## src/verilog/mbus_pkg.sv

```systemverilog
`default_nettype none

package mbus_pkg;

	// ----------------------------------------------------------------------
	// Main bus transaction fields
	// ----------------------------------------------------------------------

	// Word address, byte address bits 23:1
	typedef logic [23:1] mbus_addr_t;

	typedef logic [15:0] mbus_data_t;

	// One master request, held steady until dtack
	typedef struct packed {
		logic       valid;
		logic       rnw;
		// Upper and lower data strobes, active low
		logic [1:0] lane_n;
		mbus_addr_t addr;
		mbus_data_t wdata;
	} mbus_req_t;

	typedef struct packed {
		logic       dtack;
		mbus_data_t rdata;
	} mbus_rsp_t;

	// ----------------------------------------------------------------------
	// Bus owner and controller state
	// ----------------------------------------------------------------------

	typedef enum logic [1:0] {
		SRC_NONE,
		SRC_MAIN,
		SRC_SOUND,
		SRC_DMA
	} mbus_src_e;

	typedef enum logic [2:0] {
		ST_IDLE,
		ST_SELECT,
		ST_RAM_READ,
		ST_ROM_READ,
		ST_FINISH
	} mbus_state_e;

endpackage

`default_nettype wire

```

## src/verilog/map_pkg.sv

```systemverilog
`default_nettype none

package map_pkg;

	// ----------------------------------------------------------------------
	// Main CPU memory map
	// ----------------------------------------------------------------------

	// First top nibble past the cartridge ROM region
	localparam logic [3:0] ROM_LIMIT_HI = 4'hA;

	// Sound CPU control registers at A11100 and A11200
	localparam logic [11:0] CTRL_PAGE       = 12'hA11;
	localparam logic [3:0]  CTRL_BUSREQ_SEL = 4'h1;
	localparam logic [3:0]  CTRL_RESET_SEL  = 4'h2;

	// Cartridge bank registers, A130xx
	localparam logic [15:0] BANK_PAGE = 16'hA130;
	localparam int          BANK_COUNT = 8;
	localparam int          BANK_W     = 5;

	// Banking only on carts larger than 2 MB (word address)
	localparam logic [22:0] BANK_THRESHOLD = 23'h100000;

	// Open bus value after reset (a NOP opcode)
	localparam logic [15:0] NO_DATA_RESET = 16'h4E71;

	// ----------------------------------------------------------------------
	// Sound CPU window and work RAM
	// ----------------------------------------------------------------------

	localparam int         SOUND_BAR_W    = 9;
	// Bank window register at 6000-60FF
	localparam logic [6:0] SOUND_BAR_PAGE = 7'h60;

	// 64 KB of work RAM as 32K words
	localparam int RAM_WORDS_W = 15;

endpackage

`default_nettype wire

```

## src/verilog/mbus_ctrl.sv

```systemverilog
`default_nettype none
`timescale 1ns/1ps

module mbus_ctrl (
	input  logic                  MCLK,
	input  logic                  reset,
	input  mbus_pkg::mbus_req_t   bus_req,
	input  mbus_pkg::mbus_src_e   bus_src,
	output mbus_pkg::mbus_rsp_t   bus_rsp,
	output logic                  bus_idle,
	input  mbus_pkg::mbus_addr_t  rom_size,
	output logic                  rom_start,
	input  logic                  rom_done,
	input  mbus_pkg::mbus_data_t  rom_data,
	output logic                  bank_wr,
	output logic [1:0]            ram_we_n,
	input  mbus_pkg::mbus_data_t  ram_q,
	output logic                  sound_busrq_n,
	output logic                  sound_reset_n
);

	mbus_pkg::mbus_state_e state;
	mbus_pkg::mbus_data_t  data;
	mbus_pkg::mbus_data_t  open_bus;
	mbus_pkg::mbus_data_t  dflt_data;
	logic dtack;
	logic busrq_n;
	logic snd_rst_n;

	logic rom_region;
	logic rom_in_size;
	logic ctrl_hit;
	logic bank_hit;
	logic ram_hit;
	logic ctrl_bit;
	logic main_read;
	logic in_select;

	// ----------------------------------------------------------------------
	// Address decode
	// ----------------------------------------------------------------------

	// 000000-9FFFFF
	assign rom_region = bus_req.addr[23:20] < map_pkg::ROM_LIMIT_HI;
	assign rom_in_size = bus_req.addr < rom_size;

	// A11100 and A11200 only
	assign ctrl_hit = (bus_req.addr[23:12] == map_pkg::CTRL_PAGE) &&
		(bus_req.addr[11:8] == map_pkg::CTRL_BUSREQ_SEL ||
		 bus_req.addr[11:8] == map_pkg::CTRL_RESET_SEL) &&
		(bus_req.addr[7:1] == 7'd0);

	assign bank_hit = bus_req.addr[23:8] == map_pkg::BANK_PAGE;

	// E00000-FFFFFF
	assign ram_hit = &bus_req.addr[23:21];

	// Readback of the written state
	assign ctrl_bit = (bus_req.addr[11:8] == map_pkg::CTRL_BUSREQ_SEL) ? ~busrq_n : snd_rst_n;

	// Sound sees FF on floating lines
	assign dflt_data = (bus_src == mbus_pkg::SRC_SOUND) ? 16'hFFFF : open_bus;

	assign main_read = (bus_src == mbus_pkg::SRC_MAIN) & bus_req.rnw;
	assign in_select = state == mbus_pkg::ST_SELECT;

	// ----------------------------------------------------------------------
	// Strobes to the targets
	// ----------------------------------------------------------------------

	assign rom_start = in_select & rom_region & rom_in_size;
	assign bank_wr = in_select & bank_hit & ~bus_req.rnw;
	assign ram_we_n = (in_select && ram_hit && !bus_req.rnw) ? bus_req.lane_n : 2'b11;

	// ----------------------------------------------------------------------
	// Bus state machine
	// ----------------------------------------------------------------------

	always_ff @(posedge MCLK) begin
		if (reset) begin
			state <= mbus_pkg::ST_IDLE;
			dtack <= 1'b0;
			open_bus <= map_pkg::NO_DATA_RESET;
			busrq_n <= 1'b1;
			snd_rst_n <= 1'b0;
		end else begin
			case (state)
				mbus_pkg::ST_IDLE:
					if (bus_req.valid)
						state <= mbus_pkg::ST_SELECT;

				mbus_pkg::ST_SELECT: begin
					state <= mbus_pkg::ST_FINISH;
					if (rom_region) begin
						if (rom_in_size)
							state <= mbus_pkg::ST_ROM_READ;
					end else if (ctrl_hit) begin
						// Control bits live on the upper byte
						if (!bus_req.rnw && !bus_req.lane_n[1]) begin
							if (bus_req.addr[11:8] == map_pkg::CTRL_BUSREQ_SEL)
								busrq_n <= ~bus_req.wdata[8];
							else
								snd_rst_n <= bus_req.wdata[8];
						end
					end else if (ram_hit) begin
						state <= mbus_pkg::ST_RAM_READ;
					end
				end

				mbus_pkg::ST_RAM_READ: begin
					if (main_read)
						open_bus <= ram_q;
					state <= mbus_pkg::ST_FINISH;
				end

				mbus_pkg::ST_ROM_READ:
					if (rom_done) begin
						if (main_read)
							open_bus <= rom_data;
						state <= mbus_pkg::ST_FINISH;
					end

				mbus_pkg::ST_FINISH:
					// Raise dtack, then hold it until the master lets go
					if (!dtack) begin
						dtack <= 1'b1;
					end else if (!bus_req.valid) begin
						dtack <= 1'b0;
						state <= mbus_pkg::ST_IDLE;
					end

				default:
					state <= mbus_pkg::ST_IDLE;
			endcase
		end
	end

	// Read data capture
	always_ff @(posedge MCLK) begin
		case (state)
			mbus_pkg::ST_SELECT:
				if (rom_region && !rom_in_size)
					data <= '0;
				else if (ctrl_hit)
					data <= {open_bus[15:9], ctrl_bit, open_bus[7:0]};
				else
					data <= dflt_data;
			mbus_pkg::ST_RAM_READ:
				data <= ram_q;
			mbus_pkg::ST_ROM_READ:
				if (rom_done)
					data <= rom_data;
			default: ;
		endcase
	end

	assign bus_rsp.dtack = dtack;
	assign bus_rsp.rdata = data;
	assign bus_idle = state == mbus_pkg::ST_IDLE;
	assign sound_busrq_n = busrq_n;
	assign sound_reset_n = snd_rst_n;

endmodule

`default_nettype wire

```

## config.mk

```make
export PLATFORM = sky130hd
export DESIGN_NAME = mbus_ctrl
export DESIGN_NICKNAME = d
export VERILOG_FILES = /design/src/verilog/mbus_pkg.sv /design/src/verilog/map_pkg.sv /design/src/verilog/mbus_ctrl.sv
export SDC_FILE = /design/constraint.sdc
export NUM_CORES = 1
export LEC_CHECK = 0
export BUFFER_PORTS_ARGS = -buffer_cell sky130_fd_sc_hd__buf_4
export CORE_ASPECT_RATIO = 1.4
export CORE_MARGIN = 8
export CORE_UTILIZATION = 37
export CTS_BUF_LIST = sky130_fd_sc_hd__clkbuf_16
export DETAILED_ROUTE_END_ITERATION = 10
export PLACE_DENSITY = 0.78
export SLEW_MARGIN = 0
export SYNTH_ARGS = -nofsm -noshare
export SYNTH_HDL_FRONTEND = slang
export SYNTH_SLANG_ARGS = --single-unit
```

## constraint.sdc

```tcl
create_clock -name MCLK -period 2.65 [get_ports MCLK]
set_input_delay 0.53 -clock MCLK [delete_from_list [all_inputs] [get_ports MCLK]]
set_output_delay 0.53 -clock MCLK [all_outputs]
set_load 0.1 [all_outputs]
```

==> impl_metrics.py, run 1 <==
metrics = {
    "synth": {
        "yosys_most_used_dff": "sky130_fd_sc_hd__dfxtp_1",
        "count_of_flip_flops_with_a_built_in_enable_after_synthesis": 16,
        "ys.warnings.count": 0,
        "synth_top_area_frac": 0.185,
        "synth_async_sr_flop_share": 0,
        "postSynthAreaPerCell_um2": 8.48,
        "yosys-top-cells-area": "sky130_fd_sc_hd__edfxtp_1 (19%), sky130_fd_sc_hd__dfxtp_1 (17%), sky130_fd_sc_hd__ha_1 (11%)",
        "syn-num-nets": 431,
        "synth_seq_cells": 38,
        "yosysSeqAreaShare": 0.355,
        "synth.largest_area_cell": "sky130_fd_sc_hd__edfxtp_1",
        "netlist-cell-type-count": 46,
        "syn-cell-area_um2": 2590,
        "synthCells": 306,
    },
    "clock_tree": {
        "cts.repair_timing.setup_buffer_count": 0,
        "post_cts_resized": 13,
        "worst_setup_hold_path_clk_slew_ps": 60,
        "root_buf_cell": "sky130_fd_sc_hd__clkbuf_16",
        "cts_hold_buf": 0,
        "clock_insertion_delay_worst_skew_ps": 280,
        "number_of_buffers_inserted_during_clock_tree_synthesis": 5,
        "cts_buffer_depth": 2,
        "tritoncts_sink_count": 38,
        "htreeDepth": 2,
        "tritoncts": "yes",
    },
    "sta": {
        "timing.slew.headroom": 0.379,
        "setup-violations-final": 1,
        "final_period_minus_worst_setup_slack_ps": 2910,
        "setup_skew_after_layout_ps": 1.65,
        "achievable-frequency_ghz": 0.344,
        "final_critical_path_setup_slack_ps": -259,
        "finalSetupTns_ps": -259,
        "number_of_hold_violations_in_the_final_report": 0,
        "rsz0062_at_grt": "yes",
        "worst_slew_pin_tran_ps": 930,
        "period_utilisation_layout": 1.10,
        "drv_slew": 0,
    },
    "floorplanning": {
        "die_area_um2": 9980,
        "core-area_um2": 6890,
        "io-pin-count": 127,
        "initial_utilization": 0.376,
        "dieHeight_um": 115,
        "chipWidth_um": 86.8,
        "row_count": 36,
    },
    "worst_setup_path": {
        "crit-reg2reg-capture": "open_bus[6]",
        "critical_path_peak_fanout": 2,
        "reg2reg_from": "state[1]",
        "critical_path_arrival_ps": 2380,
        "slowest_stage": "sky130_fd_sc_hd__a221o_1",
        "crit_chain": "buf_6 -> inv_4 -> ha_4 -> a21o_1 -> a221o_1 -> a221o_1 -> nor3_2 -> nand3_2 -> nor3_4 -> buf_12",
        "critPathCapture": "rom_start",
        "crit_start": "rom_size[8]",
        "critPathKind": "in -> out",
        "cpPeakStageDelay_ps": 340,
        "r2r_cells": 5,
        "r2r_setup_slack_ps": 580,
        "start_kind": "primary input",
        "timing.critical_path.to_type": "output pin",
        "critPathRequiredTime_ps": 2120,
        "crit_path_frequent_cell": "sky130_fd_sc_hd__a221o_1",
    },
    "global_routing": {
        "number_of_global_route_vias_before_repair": 2705,
        "antenna_found_initial": 0,
        "grt_first_pass_wirelength_mm": 12.6,
        "groute.usage.overall": 0.156,
        "gr-total-overflow": 0,
        "grt_max_degree": 32,
    },
    "route": {
        "initialDrtViolationCount": 162,
        "postRouteAntennaNets": 0,
        "route.vias.total": 2783,
        "wirelength_mm": 7.95,
        "post_drt_wl_per_cell_um": 15.1,
        "drtPass1Iterations": 5,
        "viasPerCell": 5.29,
        "detail_route.drc_violations": 0,
    },
    "placement": {
        "dp_cells": 518,
        "placement.cell_area_um2": 3650,
        "port_buffers": 111,
        "post_detail_place_hpwl_mm": 6.27,
        "place_congestion": 0.816,
        "post_place_worst_slack_ps": -401,
    },
    "cells_and_area": {
        "final_cells": 526,
        "design.final.nets": 555,
        "drive_gt1_frac": 0.381,
        "post-route-cell-area_um2": 3850,
        "synthToLayoutAreaGrowth_pct": 48.6,
        "antenna-diode-count": 0,
    },
    "power_and_ir_drop": {
        "total_leakage_power_nw": 1.70,
        "irDropWorstVdd_mv": 0.330,
        "post-layout-total-power_mw": 1.97,
        "pwr_density_cell_nw_per_um2": 512,
    },
    "run_status": {
        "failing_checks": "setup timing",
        "run_status": "complete, but fails checks",
    },
    "min_path": {
        "worstHoldPathType": "reg -> reg",
    },
    "job": {
        "cap_violations": 0,
    },
}
## cell type report
type / instances / area [um2]
clock buffers: 5 / 125
clock inverters: 3 / 16.3
fillers: 609 / 3040
inverters: 23 / 88.8
multi-input cells: 228 / 1560
flip-flops and latches: 38 / 921
well taps: 95 / 119
repair buffers: 134 / 1030
## cells in the final DEF (no fill, tap or decap), drive strengths merged, types with 10 or more instances in the layout
cell type,synthesis,routed
dfxtp,22,22
nor2,22,22
o21ai,33,33
ha,22,22
nand3,11,11
a22oi,15,15
edfxtp,16,16
a21oi,18,18
buf,8,134
inv,23,23
a211o,10,10
nand2,39,39
## cells by family after synthesis
family	count (synthesis)	synth area share
xor+xnor	1	0.00338
simple gates	106	0.212
fa+ha+maj	22	0.106
buf+inv	40	0.0704
flops	38	0.355
compound gates	97	0.245
mux	2	0.00772
## sequential cells by signal (all words and copies together) (netlist names)
name / flops
open_bus: 16
state: 3
sound_busrq_n: 1
dtack: 1
sound_reset_n: 1
data: 16
## critical path: cells and delay by family
| kind | cells | cell delay, ps |
|---|---|---|
| and+or+nand+nor | 3 | 500 |
| AOI/OAI and AO/OA | 3 | 820 |
| buffers and inverters | 3 | 350 |
| adders and majority gates | 1 | 190 |
## where the power goes
group | leakage, nW | total (mW) | internal [mW] | switching [mW]
sequential | 0.326 | 0.689 | 0.665 | 0.0241
combinational | 1.30 | 0.710 | 0.249 | 0.461
clock | 0.0672 | 0.576 | 0.343 | 0.233
total | 1.70 | 1.97 | 1.26 | 0.718
## per-stage QoR
| step | util | hold WS (ps) |
|---|---|---|
| 2_1_floorplan | - | 430 |
| 3_3_place_gp | 0.529 | 437 |
| 3_5_place_dp | 0.529 | 444 |
| 4_1_cts | 0.559 | 457 |
| 5_1_grt | 0.559 | 473 |
| 6_report | 0.559 | 455 |
## how the worst min path moves through the flow
| stage | startpoint | end | slack [ps] | depth (start not counted) |
|---|---|---|---|---|
| global route | open_bus[6] | open_bus[6] | 470 | 1 |
| CTS | open_bus[10] | open_bus[10] | 460 | 1 |
| finish | open_bus[10] | open_bus[10] | 460 | 1 |
| floorplan | open_bus[0] | open_bus[0] | 430 | 1 |
| detailed placement | open_bus[10] | open_bus[10] | 440 | 1 |
| global placement | open_bus[6] | open_bus[6] | 440 | 1 |
## routing by layer
metal	GRT usage	wire length (um)	vias up	part of all wire
li1	-	-	1371	-
met1	0.167	3020	1274	0.38
met2	0.275	4030	132	0.51
met3	0.0601	812	6	0.10
met4	0.0461	83	0	0.010
met5	0	0	-	0
## synthesized netlist by cell type, types with 3 or more instances
cell type,number
sky130_fd_sc_hd__nor3_1,5
sky130_fd_sc_hd__buf_4,4
sky130_fd_sc_hd__ha_1,22
sky130_fd_sc_hd__nand2_1,39
sky130_fd_sc_hd__dfxtp_1,22
sky130_fd_sc_hd__edfxtp_1,16
sky130_fd_sc_hd__nor4_1,3
sky130_fd_sc_hd__a21oi_1,17
sky130_fd_sc_hd__nand3_1,11
sky130_fd_sc_hd__inv_1,22
sky130_fd_sc_hd__a311oi_1,8
sky130_fd_sc_hd__o21ai_0,23
sky130_fd_sc_hd__o21ai_1,10
sky130_fd_sc_hd__nand4_1,7
sky130_fd_sc_hd__a211o_1,10
sky130_fd_sc_hd__clkbuf_1,9
sky130_fd_sc_hd__or2_2,3
sky130_fd_sc_hd__a21o_1,4
sky130_fd_sc_hd__a22oi_1,15
sky130_fd_sc_hd__nor2_1,20
No activity file was read; power rests on OpenSTA's default activity.
==> run 2: changes to the inputs <==
CELL_PAD_IN_SITES_DETAIL_PLACEMENT = 0   (was unset)
CELL_PAD_IN_SITES_GLOBAL_PLACEMENT = 2   (was unset)
CORE_MARGIN = unset   (was 8)
CORE_UTILIZATION = 25   (was 37)
PLACE_DENSITY = 0.91   (was 0.78)
==> run 2 against run 1 <==
Compared with the run above: the run still ends with setup timing left; fmax increased by 1.7%; combinational power about the same; power is 0.18% lower; global-route usage is 0.35 points lower; first-iteration DRC count is 40% lower; critical path depth down 1; highest routed layer unchanged; cell area rose by 1.9%.
==> impl_metrics.py, run 2 (same netlist as run 1, synthesis figures left out) <==
metrics = {
    "worst_setup_path": {
        "critPathKind": "in -> out",
        "worstSetupPathDepth": 9,
        "r2r_cells": 5,
        "critical_path.top_delay_family": "simple AND/OR/NAND/NOR gates",
        "timing.critical_path.to_type": "output pin",
        "cpPeakStageDelay_ps": 310,
        "critPathRequiredTime_ps": 2120,
        "critical_path_arrival_ps": 2330,
        "crit_chain": "buf_4 -> ha_4 -> and2_4 -> a221o_1 -> a221o_1 -> nor3_2 -> nand3_2 -> nor3_4 -> buf_12",
        "crit_path_frequent_cell": "sky130_fd_sc_hd__a221o_1",
        "cp_num_buf_inv": 2,
        "start_kind": "primary input",
        "slowest_stage": "sky130_fd_sc_hd__a221o_1",
        "critical_path_peak_fanout": 2,
    },
    "sta": {
        "setup-violations-final": 1,
        "achievable-frequency_ghz": 0.350,
        "final_critical_path_setup_slack_ps": -209,
        "period_utilisation_layout": 1.08,
        "setup_skew_after_layout_ps": 2.73,
        "drv_slew": 0,
        "worst_slew_pin_tran_ps": 1030,
        "rsz0062_at_grt": "yes",
        "number_of_hold_violations_in_the_final_report": 0,
        "timing.slew.headroom": 0.311,
        "final_period_minus_worst_setup_slack_ps": 2860,
    },
    "power_and_ir_drop": {
        "irDropWorstVdd_mv": 0.243,
        "total_leakage_power_nw": 1.71,
        "post-layout-total-power_mw": 1.97,
        "pwr_density_cell_nw_per_um2": 501,
    },
    "route": {
        "drtPass1Iterations": 5,
        "wirelength_mm": 7.84,
        "viasPerCell": 4.80,
        "postRouteAntennaNets": 0,
        "route.vias.total": 2734,
        "initialDrtViolationCount": 97,
        "detail_route.drc_violations": 0,
        "post_drt_wl_per_cell_um": 13.8,
    },
    "clock_tree": {
        "cts_buffer_depth": 2,
        "htreeDepth": 2,
        "tritoncts": "yes",
        "clock_insertion_delay_worst_skew_ps": 270,
        "cts_hold_buf": 0,
        "cts.repair_timing.setup_buffer_count": 0,
        "tritoncts_sink_count": 38,
        "worst_setup_hold_path_clk_slew_ps": 60,
        "number_of_buffers_inserted_during_clock_tree_synthesis": 5,
        "post_cts_resized": 13,
        "root_buf_cell": "sky130_fd_sc_hd__clkbuf_16",
    },
    "run_status": {
        "failing_checks": "setup timing",
        "run_status": "complete, but fails checks",
    },
    "placement": {
        "port_buffers": 111,
        "place_congestion": 0.809,
        "post_place_worst_slack_ps": -380,
        "post_detail_place_hpwl_mm": 5.97,
        "placement.cell_area_um2": 3720,
        "dp_cells": 561,
    },
    "global_routing": {
        "groute.usage.overall": 0.152,
        "grt_max_degree": 32,
        "antenna_found_initial": 0,
        "gr-total-overflow": 0,
        "grt_first_pass_wirelength_mm": 12.9,
        "number_of_global_route_vias_before_repair": 2770,
    },
    "job": {
        "cap_violations": 0,
    },
    "cells_and_area": {
        "post_layout_util": 0.393,
        "layout_common_cells": "sky130_fd_sc_hd__buf_4 (134), sky130_fd_sc_hd__nand2_1 (39), sky130_fd_sc_hd__o21ai_0 (23)",
        "post-route-cell-area_um2": 3930,
        "drive_gt1_frac": 0.385,
        "design.final.nets": 558,
        "antenna-diode-count": 0,
        "synthToLayoutAreaGrowth_pct": 51.5,
        "reg.largest.list": "data: 16 flops, open_bus: 16 flops, state: 3 flops",
        "layout_commonest_cell": "sky130_fd_sc_hd__buf_4",
        "final_cells": 569,
    },
    "floorplanning": {
        "initial_utilization": 0.259,
        "io-pin-count": 127,
        "die_area_um2": 10800,
        "dieHeight_um": 123,
        "core-area_um2": 10000,
        "chipWidth_um": 88.1,
        "row_count": 43,
    },
    "min_path": {
        "min_path_cells": 1,
        "worstHoldPathType": "reg -> reg",
    },
}
run 2: area by class of cell:
type	count	area [um2]
inverter	23	91.3
sequential	38	921
clock inverter	3	16.3
multi-input combinational	228	1560
timing repair buffer	137	1050
clock buffer	5	125
tap	135	169
fill	1038	6080
run 2: power by group:
group	switching (mW)	internal, mW	leakage, nW
clock	0.225	0.343	0.0672
sequential	0.0260	0.665	0.326
combinational	0.462	0.250	1.32
run 2: path summary, 6_finish.rpt:
path	slack (ps)	from	to
min	450	open_bus[0]	open_bus[0]
min reg2reg	450	open_bus[0]	open_bus[0]
max	-210	bus_req[25]	rom_start
max reg2reg	520	state[1]	open_bus[11]
run 2: through the flow:
step	setup TNS, ps	hold WS, ps
after global routing	-289	482
after global placement	-394	437
final	-209	454
after detailed placement	-585	444
after CTS	-219	457
after floorplan	-537	430
run 2: routing by layer:
metal / global-route usage / part of all wire / wire [um]
met2: 0.291 / 0.52 / 4100
met3: 0.0323 / 0.075 / 588
met5: 0 / 0 / 0
met1: 0.167 / 0.40 / 3100
met4: 0.0403 / 0.0066 / 52
==> run 3: changes to the inputs <==
TNS_END_PERCENT = 5   (was unset)
==> run 3 against run 2 <==
Compared with the run above: the run still ends with setup timing left; sequential power barely moved; setup slack worse by 74 ps; via count is 0.44% higher; core utilization decreased by 0.16 points; die area is the same; largest cell class unchanged; power decreased by 0.92%; routed wire length shrank 0.92%; count of clock-buffer cells in the layout stayed put.
==> impl_metrics.py, run 3 (same netlist as run 1, synthesis figures left out) <==
metrics = {
    "worst_setup_path": {
        "critPathKind": "in -> out",
        "r2r_setup_slack_ps": 560,
        "reg2reg_from": "state[1]",
        "start_kind": "primary input",
        "critPathCapture": "rom_start",
        "critical_path_arrival_ps": 2400,
        "crit-reg2reg-capture": "open_bus[14]",
        "critical_path_peak_fanout": 2,
        "critPathRequiredTime_ps": 2120,
        "r2r_cells": 5,
        "timing.critical_path.to_type": "output pin",
        "crit_start": "rom_size[8]",
    },
    "global_routing": {
        "groute.usage.overall": 0.149,
        "antenna_found_initial": 0,
        "gr-total-overflow": 0,
        "grt_first_pass_wirelength_mm": 12.6,
        "number_of_global_route_vias_before_repair": 2730,
        "grt_max_degree": 32,
    },
    "cells_and_area": {
        "layout_common_cells": "sky130_fd_sc_hd__buf_4 (137), sky130_fd_sc_hd__nand2_1 (39), sky130_fd_sc_hd__o21ai_0 (23)",
        "drive_gt1_frac": 0.377,
        "design.final.nets": 559,
        "reg.largest.list": "data: 16 flops, open_bus: 16 flops, state: 3 flops",
        "synthToLayoutAreaGrowth_pct": 50.9,
        "antenna-diode-count": 0,
        "layout_commonest_cell": "sky130_fd_sc_hd__buf_4",
        "n_fill_cell": 1018,
    },
    "route": {
        "drtPass1Iterations": 4,
        "initialDrtViolationCount": 114,
        "detail_route.drc_violations": 0,
        "post_drt_wl_per_cell_um": 13.6,
        "route.vias.total": 2746,
        "wirelength_mm": 7.77,
        "postRouteAntennaNets": 0,
        "viasPerCell": 4.82,
    },
    "sta": {
        "rsz0062_at_grt": "yes",
        "final.hold.worst_slack_ps": 456,
        "timing.slew.headroom": 0.547,
        "number_of_hold_violations_in_the_final_report": 0,
        "worst_slew_pin_tran_ps": 670,
        "achievable-frequency_ghz": 0.341,
        "period_utilisation_layout": 1.11,
        "final_critical_path_setup_slack_ps": -284,
        "drv_slew": 0,
        "setup_skew_after_layout_ps": 3.88,
        "final_period_minus_worst_setup_slack_ps": 2930,
        "finalSetupTns_ps": -284,
        "setup-violations-final": 1,
    },
    "power_and_ir_drop": {
        "switching_power_mw": 0.700,
        "pwr-share-seq": 0.353,
        "post-layout-total-power_mw": 1.95,
        "pwr_density_cell_nw_per_um2": 499,
        "irDropWorstVdd_mv": 0.239,
        "power_frac_clock": 0.284,
        "total_leakage_power_nw": 1.72,
        "cellInternalPower_mw": 1.25,
        "p_sw_frac": 0.359,
        "power.combinational.fraction": 0.363,
    },
    "floorplanning": {
        "initial_utilization": 0.259,
        "row_count": 43,
        "core-area_um2": 10000,
        "dieHeight_um": 123,
        "chipWidth_um": 88.1,
        "io-pin-count": 127,
        "die_area_um2": 10800,
    },
    "run_status": {
        "run_status": "complete, but fails checks",
        "failing_checks": "setup timing",
    },
    "clock_tree": {
        "cts_buffer_depth": 2,
        "htreeDepth": 2,
        "tritoncts": "yes",
        "cts.repair_timing.setup_buffer_count": 0,
        "number_of_buffers_inserted_during_clock_tree_synthesis": 5,
        "clock_insertion_delay_worst_skew_ps": 280,
        "worst_setup_hold_path_clk_slew_ps": 60,
        "root_buf_cell": "sky130_fd_sc_hd__clkbuf_16",
        "tritoncts_sink_count": 38,
    },
    "placement": {
        "post_place_worst_slack_ps": -412,
        "place_congestion": 0.798,
        "port_buffers": 111,
        "post_detail_place_hpwl_mm": 5.99,
    },
    "min_path": {
        "worstHoldPathType": "reg -> reg",
    },
    "job": {
        "cap_violations": 0,
    },
}
[run 3: cell types whose count changed in the layout (fill, tap and decap cells not counted), moves of 2 or more]
cell                    previous run  this run
sky130_fd_sc_hd__buf_4           134       137
sky130_fd_sc_hd__buf_6             2         0
sky130_fd_sc_hd__inv_1            19        21
sky130_fd_sc_hd__inv_4             2         0
[run 3: how the worst min path moves through the flow]
stage          depth (start not counted)         start           end  slack [ps]
6_report                               1  open_bus[10]  open_bus[10]         460
5_1_grt                                1   open_bus[9]   open_bus[9]         480
4_1_cts                                1  open_bus[10]  open_bus[10]         460
3_5_place_dp                           1  open_bus[10]  open_bus[10]         440
3_3_place_gp                           1  open_bus[11]  open_bus[11]         440
2_1_floorplan                          1   open_bus[0]   open_bus[0]         430
[run 3: cell type report]
class                      count  area [um2]  area share
clock buffer                   5         125      0.0320
clock inverter                 3        12.5     0.00320
inverter                      23        86.3      0.0221
multi-input combinational    228        1550       0.396
sequential                    38         921       0.235
tap                          135         169      0.0432
timing repair buffer         138        1050       0.268
[run 3: stage by stage]
step                std cells  cell area, um2  utilization
floorplan                 306            2610            -
global placement          562            3720        0.372
detailed placement        562            3720        0.372
CTS                       570            3910        0.391
global route              570            3910        0.391
finish                    570            3910        0.391
[run 3: worst max-delay path: stages]
cell                      delay, ps
sky130_fd_sc_hd__buf_4          110
sky130_fd_sc_hd__inv_2           50
sky130_fd_sc_hd__ha_4           190
sky130_fd_sc_hd__a21o_1         150
sky130_fd_sc_hd__a221o_1        350
sky130_fd_sc_hd__a221o_1        320
sky130_fd_sc_hd__nor3_2         170
sky130_fd_sc_hd__nand3_2        140
sky130_fd_sc_hd__nor3_4         190
sky130_fd_sc_hd__buf_12         200
[run 3: metal layers]
| metal | track usage | share of wire | vias up |
|---|---|---|---|
| li1 | - | - | 1379 |
| met5 | 0 | 0 | - |
| met3 | 0.0296 | 0.071 | 9 |
| met4 | 0.0454 | 0.015 | 0 |
| met1 | 0.168 | 0.40 | 1255 |
| met2 | 0.276 | 0.52 | 103 |
[run 3: power groups by stage]
stage | clock [mW] | combinational (mW) | sequential (mW)
2_1_floorplan | 0 | 0.246 | 0.907
3_3_place_gp | 0 | 0.692 | 0.702
3_5_place_dp | 0 | 0.702 | 0.702
4_1_cts | 0.573 | 0.714 | 0.690
5_1_grt | 0.599 | 0.761 | 0.695
6_report | 0.555 | 0.709 | 0.689
[run 3: repair_timing]
action / CTS / global route
gates cloned: 0 / 0
hold buffers: 0 / 0
endpoints found under the setup margin: 1 / 11
gates resized for setup: 9 / 1
